--- src/design/iew_config.svh ---
`ifndef IEW_CONFIG_SVH
`define IEW_CONFIG_SVH

// Datapath width
`define IEW_XLEN      32

// Physical and architectural register counts
`define IEW_NR_PREGS  64
`define IEW_NR_AREGS  32

// Reorder buffer entries, must stay a power of two
`define IEW_ROB_DEPTH 8

// Functional units fed by issue
`define IEW_NR_FU     4

// Instruction sequence number width
`define IEW_ID_BITS   8

`endif

--- src/design/iew_pkg.sv ---
`default_nettype none

`include "iew_config.svh"

package iew_pkg;

    typedef logic [`IEW_XLEN-1:0]              xlen_t;
    typedef logic [$clog2(`IEW_NR_PREGS)-1:0]  preg_id_t;
    typedef logic [$clog2(`IEW_NR_AREGS)-1:0]  areg_id_t;
    typedef logic [$clog2(`IEW_ROB_DEPTH)-1:0] rob_id_t;
    typedef logic [`IEW_ID_BITS-1:0]           inst_id_t;
    // One ready bit per functional unit, indexed by fu_t
    typedef logic [`IEW_NR_FU-1:0]             fu_ready_t;

    typedef enum logic [1:0] {
        FU_ALU,
        FU_MUL,
        FU_LSU,
        FU_BRU
    } fu_t;

    typedef enum logic [3:0] {
        ALU_ADD,
        ALU_SUB,
        ALU_AND,
        ALU_OR,
        ALU_XOR,
        ALU_SLL,
        ALU_SRL,
        ALU_LUI,
        ALU_AUIPC
    } alu_op_t;

endpackage

`default_nettype wire

--- src/design/rob_head_if.sv ---
`timescale 1ns/1ns
`default_nettype none

interface rob_head_if import iew_pkg::*; ();

    // Head entry is allocated and completed
    logic     head_valid;
    inst_id_t head_id;
    xlen_t    head_pc;
    preg_id_t head_prd;
    areg_id_t head_ard;
    logic     head_rd_write;
    // Head leaves the ROB at this edge
    logic     pop;

    modport rob_side (
        output head_valid, head_id, head_pc, head_prd, head_ard, head_rd_write,
        input  pop
    );

    modport retire_side (
        input  head_valid, head_id, head_pc, head_prd, head_ard, head_rd_write,
        output pop
    );

endinterface

`default_nettype wire

--- src/design/retire_commit.sv ---
`timescale 1ns/1ns
`default_nettype none

module retire_commit import iew_pkg::*; (
    input  wire             clk,
    input  wire             rstn,
    rob_head_if.retire_side head,
    input  wire xlen_t      prf_rdata_i,
    output preg_id_t        prf_raddr_o,
    output logic            arf_we_o,
    output areg_id_t        arf_waddr_o,
    output xlen_t           arf_wdata_o,
    output logic            retire_valid_o,
    output inst_id_t        retire_id_o,
    output xlen_t           retire_pc_o,
    output areg_id_t        retire_ard_o,
    output preg_id_t        retire_prd_o,
    output logic            retire_rd_write_o,
    output xlen_t           retire_rdval_o
);

    // Retire never stalls, a completed head leaves at once
    assign head.pop    = head.head_valid;
    assign prf_raddr_o = head.head_prd;

    always_ff @(posedge clk) begin
        if (!rstn) begin
            retire_valid_o <= 1'b0;
        end else begin
            retire_valid_o <= head.head_valid;
        end
    end

    // Result is already in the PRF by the time the head completes
    always_ff @(posedge clk) begin
        if (head.head_valid) begin
            retire_id_o       <= head.head_id;
            retire_pc_o       <= head.head_pc;
            retire_ard_o      <= head.head_ard;
            retire_prd_o      <= head.head_prd;
            retire_rd_write_o <= head.head_rd_write;
            retire_rdval_o    <= prf_rdata_i;
        end
    end

    // Commit to architectural state
    assign arf_we_o    = retire_valid_o && retire_rd_write_o;
    assign arf_waddr_o = retire_ard_o;
    assign arf_wdata_o = retire_rdval_o;

endmodule

`default_nettype wire

--- src/flat_wrapper.sv ---
// flat-port wrapper written by rule: the top's interface ports become plain ports
module retire_commit_flat import iew_pkg::*;
  (clk, rstn, prf_rdata_i, prf_raddr_o, arf_we_o, arf_waddr_o, arf_wdata_o, retire_valid_o, retire_id_o, retire_pc_o, retire_ard_o, retire_prd_o, retire_rd_write_o, retire_rdval_o, head_head_valid, head_head_id, head_head_pc, head_head_prd, head_head_ard, head_head_rd_write, head_pop);
  rob_head_if head_i ();
  input  wire clk;
  input  wire rstn;
  input  wire xlen_t prf_rdata_i;
  output preg_id_t prf_raddr_o;
  output logic arf_we_o;
  output areg_id_t arf_waddr_o;
  output xlen_t arf_wdata_o;
  output logic retire_valid_o;
  output inst_id_t retire_id_o;
  output xlen_t retire_pc_o;
  output areg_id_t retire_ard_o;
  output preg_id_t retire_prd_o;
  output logic retire_rd_write_o;
  output xlen_t retire_rdval_o;
  input wire logic [$bits(head_i.head_valid)-1:0] head_head_valid;
  input wire logic [$bits(head_i.head_id)-1:0] head_head_id;
  input wire logic [$bits(head_i.head_pc)-1:0] head_head_pc;
  input wire logic [$bits(head_i.head_prd)-1:0] head_head_prd;
  input wire logic [$bits(head_i.head_ard)-1:0] head_head_ard;
  input wire logic [$bits(head_i.head_rd_write)-1:0] head_head_rd_write;
  output wire logic [$bits(head_i.pop)-1:0] head_pop;
  assign head_i.head_valid = head_head_valid;
  assign head_i.head_id = head_head_id;
  assign head_i.head_pc = head_head_pc;
  assign head_i.head_prd = head_head_prd;
  assign head_i.head_ard = head_head_ard;
  assign head_i.head_rd_write = head_head_rd_write;
  assign head_pop = head_i.pop;
  retire_commit u_core (.clk(clk), .rstn(rstn), .head(head_i), .prf_rdata_i(prf_rdata_i), .prf_raddr_o(prf_raddr_o), .arf_we_o(arf_we_o), .arf_waddr_o(arf_waddr_o), .arf_wdata_o(arf_wdata_o), .retire_valid_o(retire_valid_o), .retire_id_o(retire_id_o), .retire_pc_o(retire_pc_o), .retire_ard_o(retire_ard_o), .retire_prd_o(retire_prd_o), .retire_rd_write_o(retire_rd_write_o), .retire_rdval_o(retire_rdval_o));
endmodule
--- config.mk ---
export PLATFORM = sky130hd
export DESIGN_NAME = retire_commit_flat
export DESIGN_NICKNAME = d
export VERILOG_FILES = /design/src/design/iew_pkg.sv /design/src/design/rob_head_if.sv /design/src/design/retire_commit.sv /design/src/flat_wrapper.sv
export VERILOG_INCLUDE_DIRS = /design/src /design/src/design
export SDC_FILE = /design/constraint.sdc
export NUM_CORES = 1
export LEC_CHECK = 0
export BUFFER_PORTS_ARGS = -buffer_cell sky130_fd_sc_hd__buf_2
export CAP_MARGIN = 25
export CORE_ASPECT_RATIO = 0.5
export CORE_MARGIN = 1.5
export CORE_UTILIZATION = 40
export CTS_BUF_LIST = sky130_fd_sc_hd__clkbuf_4
export DETAILED_ROUTE_END_ITERATION = 10
export PLACE_DENSITY_LB_ADDON = 0.2
export SETUP_SLACK_MARGIN = 0.15
export SYNTH_ARGS = -nofsm -noshare
export SYNTH_HDL_FRONTEND = slang
export SYNTH_SLANG_ARGS = --single-unit
--- constraint.sdc ---
create_clock -name clk -period 1 [get_ports clk]
set_clock_uncertainty 0.2 [all_clocks]
set_input_delay 0.1 -clock clk [delete_from_list [all_inputs] [get_ports clk]]
set_output_delay 0.1 -clock clk [all_outputs]
set_load 0.01 [all_outputs]
==> After elaboration in Yosys (flattened, before gate mapping) <==
Index checks and enable logic that the tools add are counted.
{ "word_totals": {"elab_cells": 8, "register_bits": 85, "output_inout_bits": 130, "inputBits": 87} }
{ "classes": {"n_reduce_logical": 1} }
{ "ops": {"columns": ["operator", "n"], "rows": [
  ["$logic_and A1 B1 Y1", 1]
]} }

==> Logic depth before layout (Yosys ltp) <==
Gate-level depths: netlist of the first run.
{ "logic_depth": {"word_depth": 1, "depth_mapped": 1, "ltp_nobuf": 1} }

==> Worst setup path before layout of the first run <==
No wires, ideal clock.
{ "synth_timing": {"kind": "register to output", "startpoint": "reg u_core.retire_rd_write_o", "endpoint": "out arf_we_o", "stages_incl_launch_ff": 2, "path_buffers": 0, "arrival_time_ns": 0.597, "setup_slack_ns": 0.103, "t_required_ns": 0.700, "cell_sequence": "edfxtp_1 and2_1"} }
{ "synth_between": {"elab_chain_cells": 1} }
{ "synth_rtl": {"columns": ["element", "line_no", "text"], "rows": [
  ["start: declaration", "retire_commit.sv:18", "output logic retire_rd_write_o,"],
  ["start signal: assignment", "retire_commit.sv:41", "retire_rd_write_o <= head.head_rd_write;"],
  ["$logic_and A1 B1 Y1", "retire_commit.sv:47", "assign arf_we_o = retire_valid_o && retire_rd_write_o;"],
  ["end: declaration", "flat_wrapper.sv:9", "output logic arf_we_o;"]
]} }
Every way passes these cells.

==> Final worst setup path of the first run <==
Ends and elaborated chain as after synthesis.

==> results of run 1 <==
==> final cells by class <==
class	count	area, µm²	area share, %
well taps	92	115.1	2.367
clock inverters	3	38.79	0.7975
multi-input cells	2	15.01	0.3087
clock buffers	13	97.59	2.007
flip-flops and latches	85	2544	52.30
repair buffers	306	2053	42.22
==> sequential cells by signal (all words and copies together), names as in the netlist <==
name	count
u_core.retire_pc_o	32
u_core.arf_waddr_o	5
u_core.arf_wdata_o	32
u_core.retire_valid_o	1
u_core.retire_prd_o	6
u_core.retire_id_o	8
u_core.retire_rd_write_o	1
==> synthesized netlist by cell type <==
master    number  area share [%]
and2_1         2            0.43
buf_4         44              11
dfxtp_1        1            0.69
edfxtp_1      84              87
==> power by group <==
group          internal, mW  switching (mW)
Sequential             4.22           0.102
Combinational         0.649           0.523
Clock                 0.867            1.06
==> cell families after synthesis <==
logic type	Yosys count	synth area share, %
buffers and inverters	44	11.45
and+or+nand+nor	2	0.4336
DFF	85	88.12
==> worst max-delay path, delay by kind of cell (launching register included) <==
family	cells	cell delay, ns
buffers and inverters	1	0.11
DFF	1	0.41
and+or+nand+nor	1	0.16
==> path summary, 6_finish.rpt <==
check                               startpoint                endpoint  slack (ns)  cells after the start
worst max-delay path  u_core.retire_rd_write_o                arf_we_o       -0.40                      2
worst min-delay path           head_head_valid  u_core.retire_prd_o[5]       -0.04                      2
==> metrics by stage <==
stage	hold slack, ns	utilization (%)
3_3_place_gp	0.07654	55.68
2_1_floorplan	-0.001131	-
5_1_grt	-0.06717	71.19
4_1_cts	-0.07025	70.82
6_report	-0.03508	71.19
3_5_place_dp	0.07809	55.68
==> repair_timing <==
item / 4_1_cts / 5_1_grt
endpoints found under the hold margin: 133 / 48
setup buffers: 1 / 0
endpoints found under the setup margin: 124 / 123
resized for setup: 2 / 4
cloned: 1 / 0
pin swaps: 0 / 0
==> layer usage <==
| metal | GRT usage (%) | vias to the layer above |
|---|---|---|
| met3 | 7.790 | 13 |
| met4 | 7.471 | 0 |
| met5 | 0 | - |
| li1 | - | 988 |
| met1 | 18.10 | 983 |
| met2 | 34.44 | 105 |
==> summary.txt, run 1 <==
Place
  • Dpl cell area: 0.003804 mm²
  • Post-DP HPWL: 4.369 mm
  • Port buffer count: 216
  • GPL Wtd Cong: 0.6203
  • Place WS: 0.02056 ns
  • Placed Cells incl. Taps: 398

Run
  • Max-cap viol count: 0

STA
  • Max Freq: 0.7146 GHz
  • RSZ-0062 raised after global routing: true
  • Slew margin rel.: 83.73%
  • Final Hold Fails: 45
  • Period utilization: 139.9%
  • Final worst slack: -0.3993 ns
  • Hold slack: -0.03508 ns
  • Slew Limit Fails: 0
  • Final Setup Violations: 123
  • Final critical-path required period: 1.399 ns
  • Setup TNS: -33.01 ns
  • Slew @ Worst Pin: 0.2440 ns

Synth
  • Yosys warning count: 0
  • #FFs+latches synth: 85
  • Mapped Avg Cell Area: 22.02 µm²
  • Register area share after synthesis: 88.12%
  • Post-synthesis instance total: 131
  • Synthesized Nets: 218
  • Synth cell types: 4
  • Cell Area, Synth: 0.002885 mm²

Drt
  • Highest metal used: met4
  • # DRC: 0
  • Met1 wire length: 2.528 mm
  • Router iterations before antenna repair: 4
  • DRT antenna net count: 0
  • DR WL met3: 536 µm
  • DRT iter0 DRCs: 98
  • Final WL: 7.067 mm
  • Vias per Instance: 4.170
  • Vias post-DR: 2089
  • Wire per inst: 14.11 µm
  • Metal2 WL: 3.865 mm

Clock tree
  • H-tree levels: 3
  • CTS Buffer Depth: 2
  • CTS tree: built
  • CTS Buf Count: 9
  • Root Buffer: clkbuf_4
  • Hold_buf cts: 85
  • CTS sink count: 85
  • Reg clk slew, reported paths: 0.12 ns

Hold path
  • Hold crit path type: input port to flop

Final layout
  • Fillers: 484
  • Non-Filler Instances: 501
  • Commonest non-fill, non-tap cell in the layout: buf_2
  • Highest-count cells in the layout ignoring fill and taps: buf_2, dlygate4sd3_1, edfxtp_1
  • Layout cell share with drive strength beyond 1: 58.19%
  • Final nets: 491
  • Post-route cell area: 0.004863 mm²
  • Antenna cells: 0
  • Area growth syn-to-layout: 68.56%

Floorplanning
  • # IOs: 217
  • Die X: 123.1 µm
  • Die height: 63.06 µm
  • Row count: 21
  • Total core area: 0.006832 mm²
  • Die area: 0.007763 mm²
  • Initial Utilization: 42.23%

Power and ir drop
  • Power Density: 1526 mW/mm²
  • Overall power: 7.421 mW
  • Peak supply drop: 1.088 mV
  • Leakage Power: 2.182 nW

GRT
  • Vias in the first global route: 2059
  • Largest net degree at the start of global routing: 37
  • Global Route Usage Sum: 18.53%
  • First-pass GRT wire length: 10.22 mm
  • Initial antenna violation count: 0
  • GRT Residual Overflow: 0

Critical path
  • Crit path max fanout: 2
  • CP startpoint kind: flop
  • CP cell instances: and2_4 > buf_6
  • Setup CP Type: flop to primary output
  • Slowest stage delay, CP: 0.41 ns
  • CP Capture Type: primary output
  • Required time of the worst setup path: 0.70 ns
  • WP data arrival: 1.10 ns
  • Slowest-stage cell, CP: edfxtp_1

Run status
  • Status: finished, violations left
  • Failing checks: negative hold slack, negative setup slack
(Power assumes the default switching activity.)
==> run 2, diff against run 1 <==
--- a/config.mk
+++ b/config.mk
@@ -11,10 +11,11 @@
 export CORE_ASPECT_RATIO = 0.5
 export CORE_MARGIN = 1.5
 export CORE_UTILIZATION = 40
-export CTS_BUF_LIST = sky130_fd_sc_hd__clkbuf_4
+export CTS_BUF_LIST = sky130_fd_sc_hd__clkbuf_8
 export DETAILED_ROUTE_END_ITERATION = 10
 export PLACE_DENSITY_LB_ADDON = 0.2
 export SETUP_SLACK_MARGIN = 0.15
+export SKIP_LAST_GASP = 1
 export SYNTH_ARGS = -nofsm -noshare
 export SYNTH_HDL_FRONTEND = slang
 export SYNTH_SLANG_ARGS = --single-unit
==> run 2 against run 1 <==
  * The flow still finishes with violations (negative hold slack, negative setup slack)
  * Critical path depth is the same
  * Total power grew 4.5%
  * First-iteration DRC count shrank 18%
  * Non-clock buffer count grew 2
  * Hold slack lost 0.048 ns
  * Final cell count grew 0.40%
  * Count of clock-buffer cells in the layout shrank 3
  * Critical endpoint unchanged
  * Highest routed layer unchanged
==> summary.txt, run 2 (synthesized netlist as in run 1, its figures left out) <==
GRT
  • GR Util met2: 33.19%
  • Grt met3 use: 6.250%
  • Grt met1 use: 17.87%
  • Vias in the first global route: 2030
  • Initial antenna violation count: 0
  • GRT Residual Overflow: 0
  • First-pass GRT wire length: 9.922 mm
  • Largest net degree at the start of global routing: 37
  • GRT Max-Usage Layer: met2
  • Global Route Usage Sum: 17.66%

Critical path
  • WP data arrival: 0.99 ns
  • CP cell instances: and2_4 > buf_6
  • Required time of the worst setup path: 0.70 ns
  • Setup CP Type: flop to primary output
  • Slowest stage delay, CP: 0.39 ns
  • WP depth: 2
  • Crit path max fanout: 2
  • Worst Setup SP: u_core.retire_rd_write_o
  • Critical Path Sink: arf_we_o
  • Crit-path leading delay family: flip-flops
  • WP buf/inv: 1
  • Slowest-stage cell, CP: edfxtp_1
  • CP startpoint kind: flop
  • CP Capture Type: primary output

Clock tree
  • CTS sink count: 85
  • Reg clk slew, reported paths: 0.07 ns
  • Root Buffer: clkbuf_8
  • CTS tree: built
  • H-tree levels: 3
  • CTS Buf Count: 9
  • CTS Buffer Depth: 2

Drt
  • Vias per Instance: 4.143
  • Final WL: 6.926 mm
  • Vias post-DR: 2084
  • # DRC: 0
  • DRT iter0 DRCs: 80
  • DRT antenna net count: 0
  • Router iterations before antenna repair: 4
  • Wire per inst: 13.77 µm

Power and ir drop
  • Power Density: 1568 mW/mm²
  • Sw Ratio: 21.80%
  • Overall power: 7.755 mW
  • Clock power frac: 29.0%
  • Peak supply drop: 1.033 mV
  • Leakage Power: 2.301 nW
  • Internal power: 6.065 mW
  • Comb power frac: 15.2%
  • Sequential Power Share: 55.8%
  • P_sw: 1.690 mW

STA
  • RSZ-0062 raised after global routing: true
  • Slew @ Worst Pin: 0.2174 ns
  • Period utilization: 129.1%
  • Slew Limit Fails: 0
  • Max Freq: 0.7743 GHz
  • Slew margin rel.: 85.51%
  • Final critical-path required period: 1.291 ns
  • Final Hold Fails: 9
  • Final worst slack: -0.2915 ns
  • Final Setup Violations: 123
  • Hold slack: -0.08319 ns

Final layout
  • Post-layout util: 72.40%
  • Non-Filler Instances: 503
  • Highest-count cells in the layout ignoring fill and taps: buf_2, edfxtp_1, dlygate4sd3_1
  • Area growth syn-to-layout: 71.42%
  • Commonest non-fill, non-tap cell in the layout: buf_2
  • Final nets: 493
  • Antenna cells: 0
  • Post-route cell area: 0.004946 mm²
  • Layout cell share with drive strength beyond 1: 57.66%

Floorplanning
  • Row count: 21
  • Total core area: 0.006832 mm²
  • Die area: 0.007763 mm²
  • Die X: 123.1 µm
  • Die height: 63.06 µm
  • # IOs: 217
  • Initial Utilization: 42.23%

Place
  • Post-DP HPWL: 4.369 mm
  • Place WS: 0.02056 ns
  • Placed Cells incl. Taps: 398
  • GPL Wtd Cong: 0.6203
  • Dpl cell area: 0.003804 mm²
  • Port buffer count: 216

Hold path
  • Worst Hold Depth: 2
  • Hold crit path type: input port to flop

Run status
  • Failing checks: negative hold slack, negative setup slack
  • Status: finished, violations left

Run
  • Max-cap viol count: 0
-- run 2: cell count changes in the layout (fill, tap and decap cells not counted) --
cell	delta
clkinv_1	-1
dlymetal6s4s_1	+9
clkbuf_4	-13
dlygate4sd3_1	-9
clkbuf_8	+10
buf_4	+2
buf_2	+1
inv_1	+4
buf_6	-1
-- run 2: power by group through the flow --
stage / clock network (mW) / logic, mW / registers (mW)
5_1_grt: 2.49 / 1.26 / 4.36
2_1_floorplan: 0 / 0.325 / 4.58
3_5_place_dp: 0 / 0.876 / 4.40
3_3_place_gp: 0 / 0.871 / 4.38
4_1_cts: 2.35 / 1.16 / 4.32
6_report: 2.25 / 1.18 / 4.33
-- run 2: layout make-up --
cell class | count | area (µm²)
fill | 477 | 1886
clock inverter | 6 | 50.05
multi-input combinational | 2 | 15.01
tap | 92 | 115.1
sequential | 85 | 2544
timing repair buffer | 308 | 2085
clock buffer | 10 | 137.6
-- run 2: per-stage QoR --
stage	TNS [ns]	hold WS, ns
6_report	-20.77	-0.08319
3_3_place_gp	0	0.07654
3_5_place_dp	0	0.07809
2_1_floorplan	0	-0.001131
4_1_cts	-25.03	0.01402
5_1_grt	-27.43	-0.08280
-- run 2: repair_timing --
| action | in CTS | in global routing |
|---|---|---|
| setup endpoints to repair | 124 | 134 |
| gates resized for setup | 2 | 12 |
| hold buffers | 85 | 2 |
| setup buffers | 2 | 1 |
| gates cloned | 1 | 0 |
| hold endpoints to repair | 85 | 11 |
-- run 2: how the worst min path moves through the flow --
| stage | start | to | slack, ns |
|---|---|---|---|
| 2_1_floorplan | head_head_ard[0] | u_core.arf_waddr_o[0] | -0.001 |
| 4_1_cts | head_head_valid | u_core.arf_waddr_o[0] | 0.01 |
| 5_1_grt | head_head_rd_write | u_core.retire_rd_write_o | -0.08 |
| 3_3_place_gp | head_head_pc[20] | u_core.retire_pc_o[20] | 0.08 |
| 3_5_place_dp | head_head_pc[20] | u_core.retire_pc_o[20] | 0.08 |
| 6_report | head_head_pc[10] | u_core.retire_pc_o[10] | -0.08 |
-- run 2: layer usage --
layer	up-vias	wire [µm]
li1	989	-
met1	976	2494
met2	109	3813
met3	10	511
met4	0	106
met5	-	0
==> run 3, diff against run 2 <==
--- a/config.mk
+++ b/config.mk
@@ -7,9 +7,7 @@
 export NUM_CORES = 1
 export LEC_CHECK = 0
 export BUFFER_PORTS_ARGS = -buffer_cell sky130_fd_sc_hd__buf_2
-export CAP_MARGIN = 25
 export CORE_ASPECT_RATIO = 0.5
-export CORE_MARGIN = 1.5
 export CORE_UTILIZATION = 40
 export CTS_BUF_LIST = sky130_fd_sc_hd__clkbuf_8
 export DETAILED_ROUTE_END_ITERATION = 10
==> constraint.sdc (replaced) <==
create_clock -name clk -period 1.3 [get_ports clk]
set_clock_uncertainty 0.2 [all_clocks]
set_input_delay 0.13 -clock clk [delete_from_list [all_inputs] [get_ports clk]]
set_output_delay 0.13 -clock clk [all_outputs]
set_load 0.01 [all_outputs]
==> run 3 against run 2 <==
  * The run still ends with negative hold slack, negative setup slack left
  * Routed wire length decreased by 4.6%
  * Die area decreased by 2.4%
  * Non-clock buffer count is 3 lower
  * Sequential power shrank 23%
  * Via count fell by 1.3%
  * Worst setup slack improved by 0.26 ns
  * First-iteration DRC count shrank 14%
  * Global-route usage shrank 0.89 points
  * Sequential cell count did not move
  * Total power decreased by 25%
  * Critical endpoint unchanged
  * Highest routed layer unchanged
==> summary.txt, run 3 (synthesized netlist as in run 1, its figures left out) <==
Hold path
  • Hold Crit Start: head_head_valid
  • Hold crit path type: input port to flop
  • Worst Hold Depth: 1
  • Hold path endpoint: u_core.retire_pc_o[27]

Critical path
  • Setup CP Type: flop to primary output
  • CP startpoint kind: flop
  • WP data arrival: 1.00 ns
  • CP cell instances: and2_1 > buf_2
  • Slowest stage delay, CP: 0.39 ns
  • Crit path max fanout: 2
  • Required time of the worst setup path: 0.97 ns
  • Slowest-stage cell, CP: edfxtp_1
  • CP Capture Type: primary output

Floorplanning
  • Die X: 122.1 µm
  • Die area: 0.007578 mm²
  • Die height: 62.06 µm
  • # IOs: 217
  • Total core area: 0.006832 mm²
  • Initial Utilization: 42.23%
  • Row count: 21

STA
  • Max Freq: 0.7509 GHz
  • Final Setup Violations: 1
  • Final critical-path required period: 1.332 ns
  • Hold slack: -0.06799 ns
  • Period utilization: 102.4%
  • Final Hold Fails: 7
  • Slew Limit Fails: 0
  • Slew @ Worst Pin: 0.1860 ns
  • Final worst slack: -0.03175 ns
  • RSZ-0062 raised after global routing: true
  • Slew margin rel.: 87.60%

Power and ir drop
  • Sequential Power Share: 57.3%
  • Clock power frac: 27.6%
  • Sw Ratio: 22.38%
  • Comb power frac: 15.1%
  • Power Density: 1196 mW/mm²
  • Internal power: 4.500 mW
  • Leakage Power: 2.179 nW
  • Peak supply drop: 1.058 mV
  • P_sw: 1.297 mW

Final layout
  • Post-route cell area: 0.004846 mm²
  • Post-layout util: 70.93%
  • Highest-count cells in the layout ignoring fill and taps: buf_2, dlygate4sd3_1, edfxtp_1
  • Commonest non-fill, non-tap cell in the layout: buf_2
  • Antenna cells: 0
  • Area growth syn-to-layout: 67.95%
  • Layout cell share with drive strength beyond 1: 57.35%
  • Final nets: 490

Run status
  • Status: finished, violations left
  • Failing checks: negative hold slack, negative setup slack

Place
  • Dpl cell area: 0.003801 mm²
  • GPL Wtd Cong: 0.6145
  • Port buffer count: 216

Drt
  • Highest metal used: met4
  • DR WL met3: 461 µm
  • Vias post-DR: 2057
  • DRT iter0 DRCs: 69
  • Met1 wire length: 2.296 mm
  • DRT antenna net count: 0
  • Vias per Instance: 4.114
  • Metal2 WL: 3.717 mm
  • Final WL: 6.604 mm
  • Wire per inst: 13.21 µm
  • Router iterations before antenna repair: 4
  • # DRC: 0

GRT
  • Global Route Usage Sum: 16.77%
  • First-pass GRT wire length: 8.845 mm
  • GRT Residual Overflow: 0
  • Largest net degree at the start of global routing: 36
  • Vias in the first global route: 1877
  • Initial antenna violation count: 0

Clock tree
  • Hold_buf cts: 85
  • H-tree levels: 3
  • CTS Buf Count: 9
  • CTS tree: built
  • CTS Buffer Depth: 2
  • Root Buffer: clkbuf_8
  • Reg clk slew, reported paths: 0.07 ns
  • CTS sink count: 85

Run
  • Max-cap viol count: 0
-- run 3: cell types whose count changed in the layout (fill, tap and decap cells not counted), moves of 2 or more --
cell            previous run  this run
dlygate4sd3_1             76        85
dlymetal6s4s_1             9         0
buf_2                    211       213
buf_4                      5         3
buf_6                      4         2
-- run 3: metrics by stage --
| step | setup TNS [ns] | total power [mW] | instances | worst slack [ns] | hold WS (ns) |
|---|---|---|---|---|---|
| 2_1_floorplan | 0 | 3.702 | 131 | 0.3725 | 0.02887 |
| 3_3_place_gp | 0 | 4.037 | 398 | 0.2315 | 0.1065 |
| 3_5_place_dp | 0 | 4.055 | 398 | 0.2148 | 0.1081 |
| 4_1_cts | -0.06800 | 5.856 | 499 | -0.06800 | -0.09081 |
| 5_1_grt | -0.1266 | 6.086 | 500 | -0.1211 | -0.08348 |
| 6_report | -0.03175 | 5.798 | 500 | -0.03175 | -0.06799 |
-- run 3: critical path: cells and delay by family, from the launching register on --
family	cells	cell delay (ns)
buf+inv	1	0.13
simple gates	1	0.14
flops	1	0.39
-- run 3: worst max path at each step --
| stage | endpoint | start | slack, ns | cells after the start |
|---|---|---|---|---|
| after CTS | arf_we_o | u_core.retire_rd_write_o | -0.07 | 2 |
| after floorplan | arf_we_o | u_core.retire_rd_write_o | 0.37 | 1 |
| after global routing | arf_we_o | u_core.retire_rd_write_o | -0.12 | 2 |
| after global placement | u_core.arf_wdata_o[0] | head_head_valid | 0.23 | 2 |
| after detailed placement | u_core.arf_wdata_o[23] | head_head_valid | 0.21 | 2 |
| final | arf_we_o | u_core.retire_rd_write_o | -0.03 | 2 |
-- run 3: timing repair --
item	CTS	global route
hold endpoints to repair	92	7
gates resized for setup	0	3
buffers inserted	0	1
setup endpoints to repair	122	123
-- run 3: power groups by stage --
stage	Clock (mW)	Sequential [mW]	Combinational [mW]
after floorplan	0	3.51	0.197
after global placement	0	3.37	0.664
after detailed placement	0	3.38	0.673
after CTS	1.66	3.32	0.870
after global routing	1.79	3.35	0.949
final	1.60	3.32	0.875
-- run 3: final cells by class --
type / instances / area (µm²)
tap: 92 / 115.1
multi-input combinational: 2 / 12.51
clock inverter: 5 / 21.27
clock buffer: 11 / 151.4
sequential: 85 / 2544
timing repair buffer: 305 / 2002
fill: 491 / 1986
-- run 3: layer usage --
layer	vias up	global-route usage, %
met1	961	16.50
met4	0	7.666
met5	-	0
met2	100	32.36
met3	14	6.752
li1	982	-
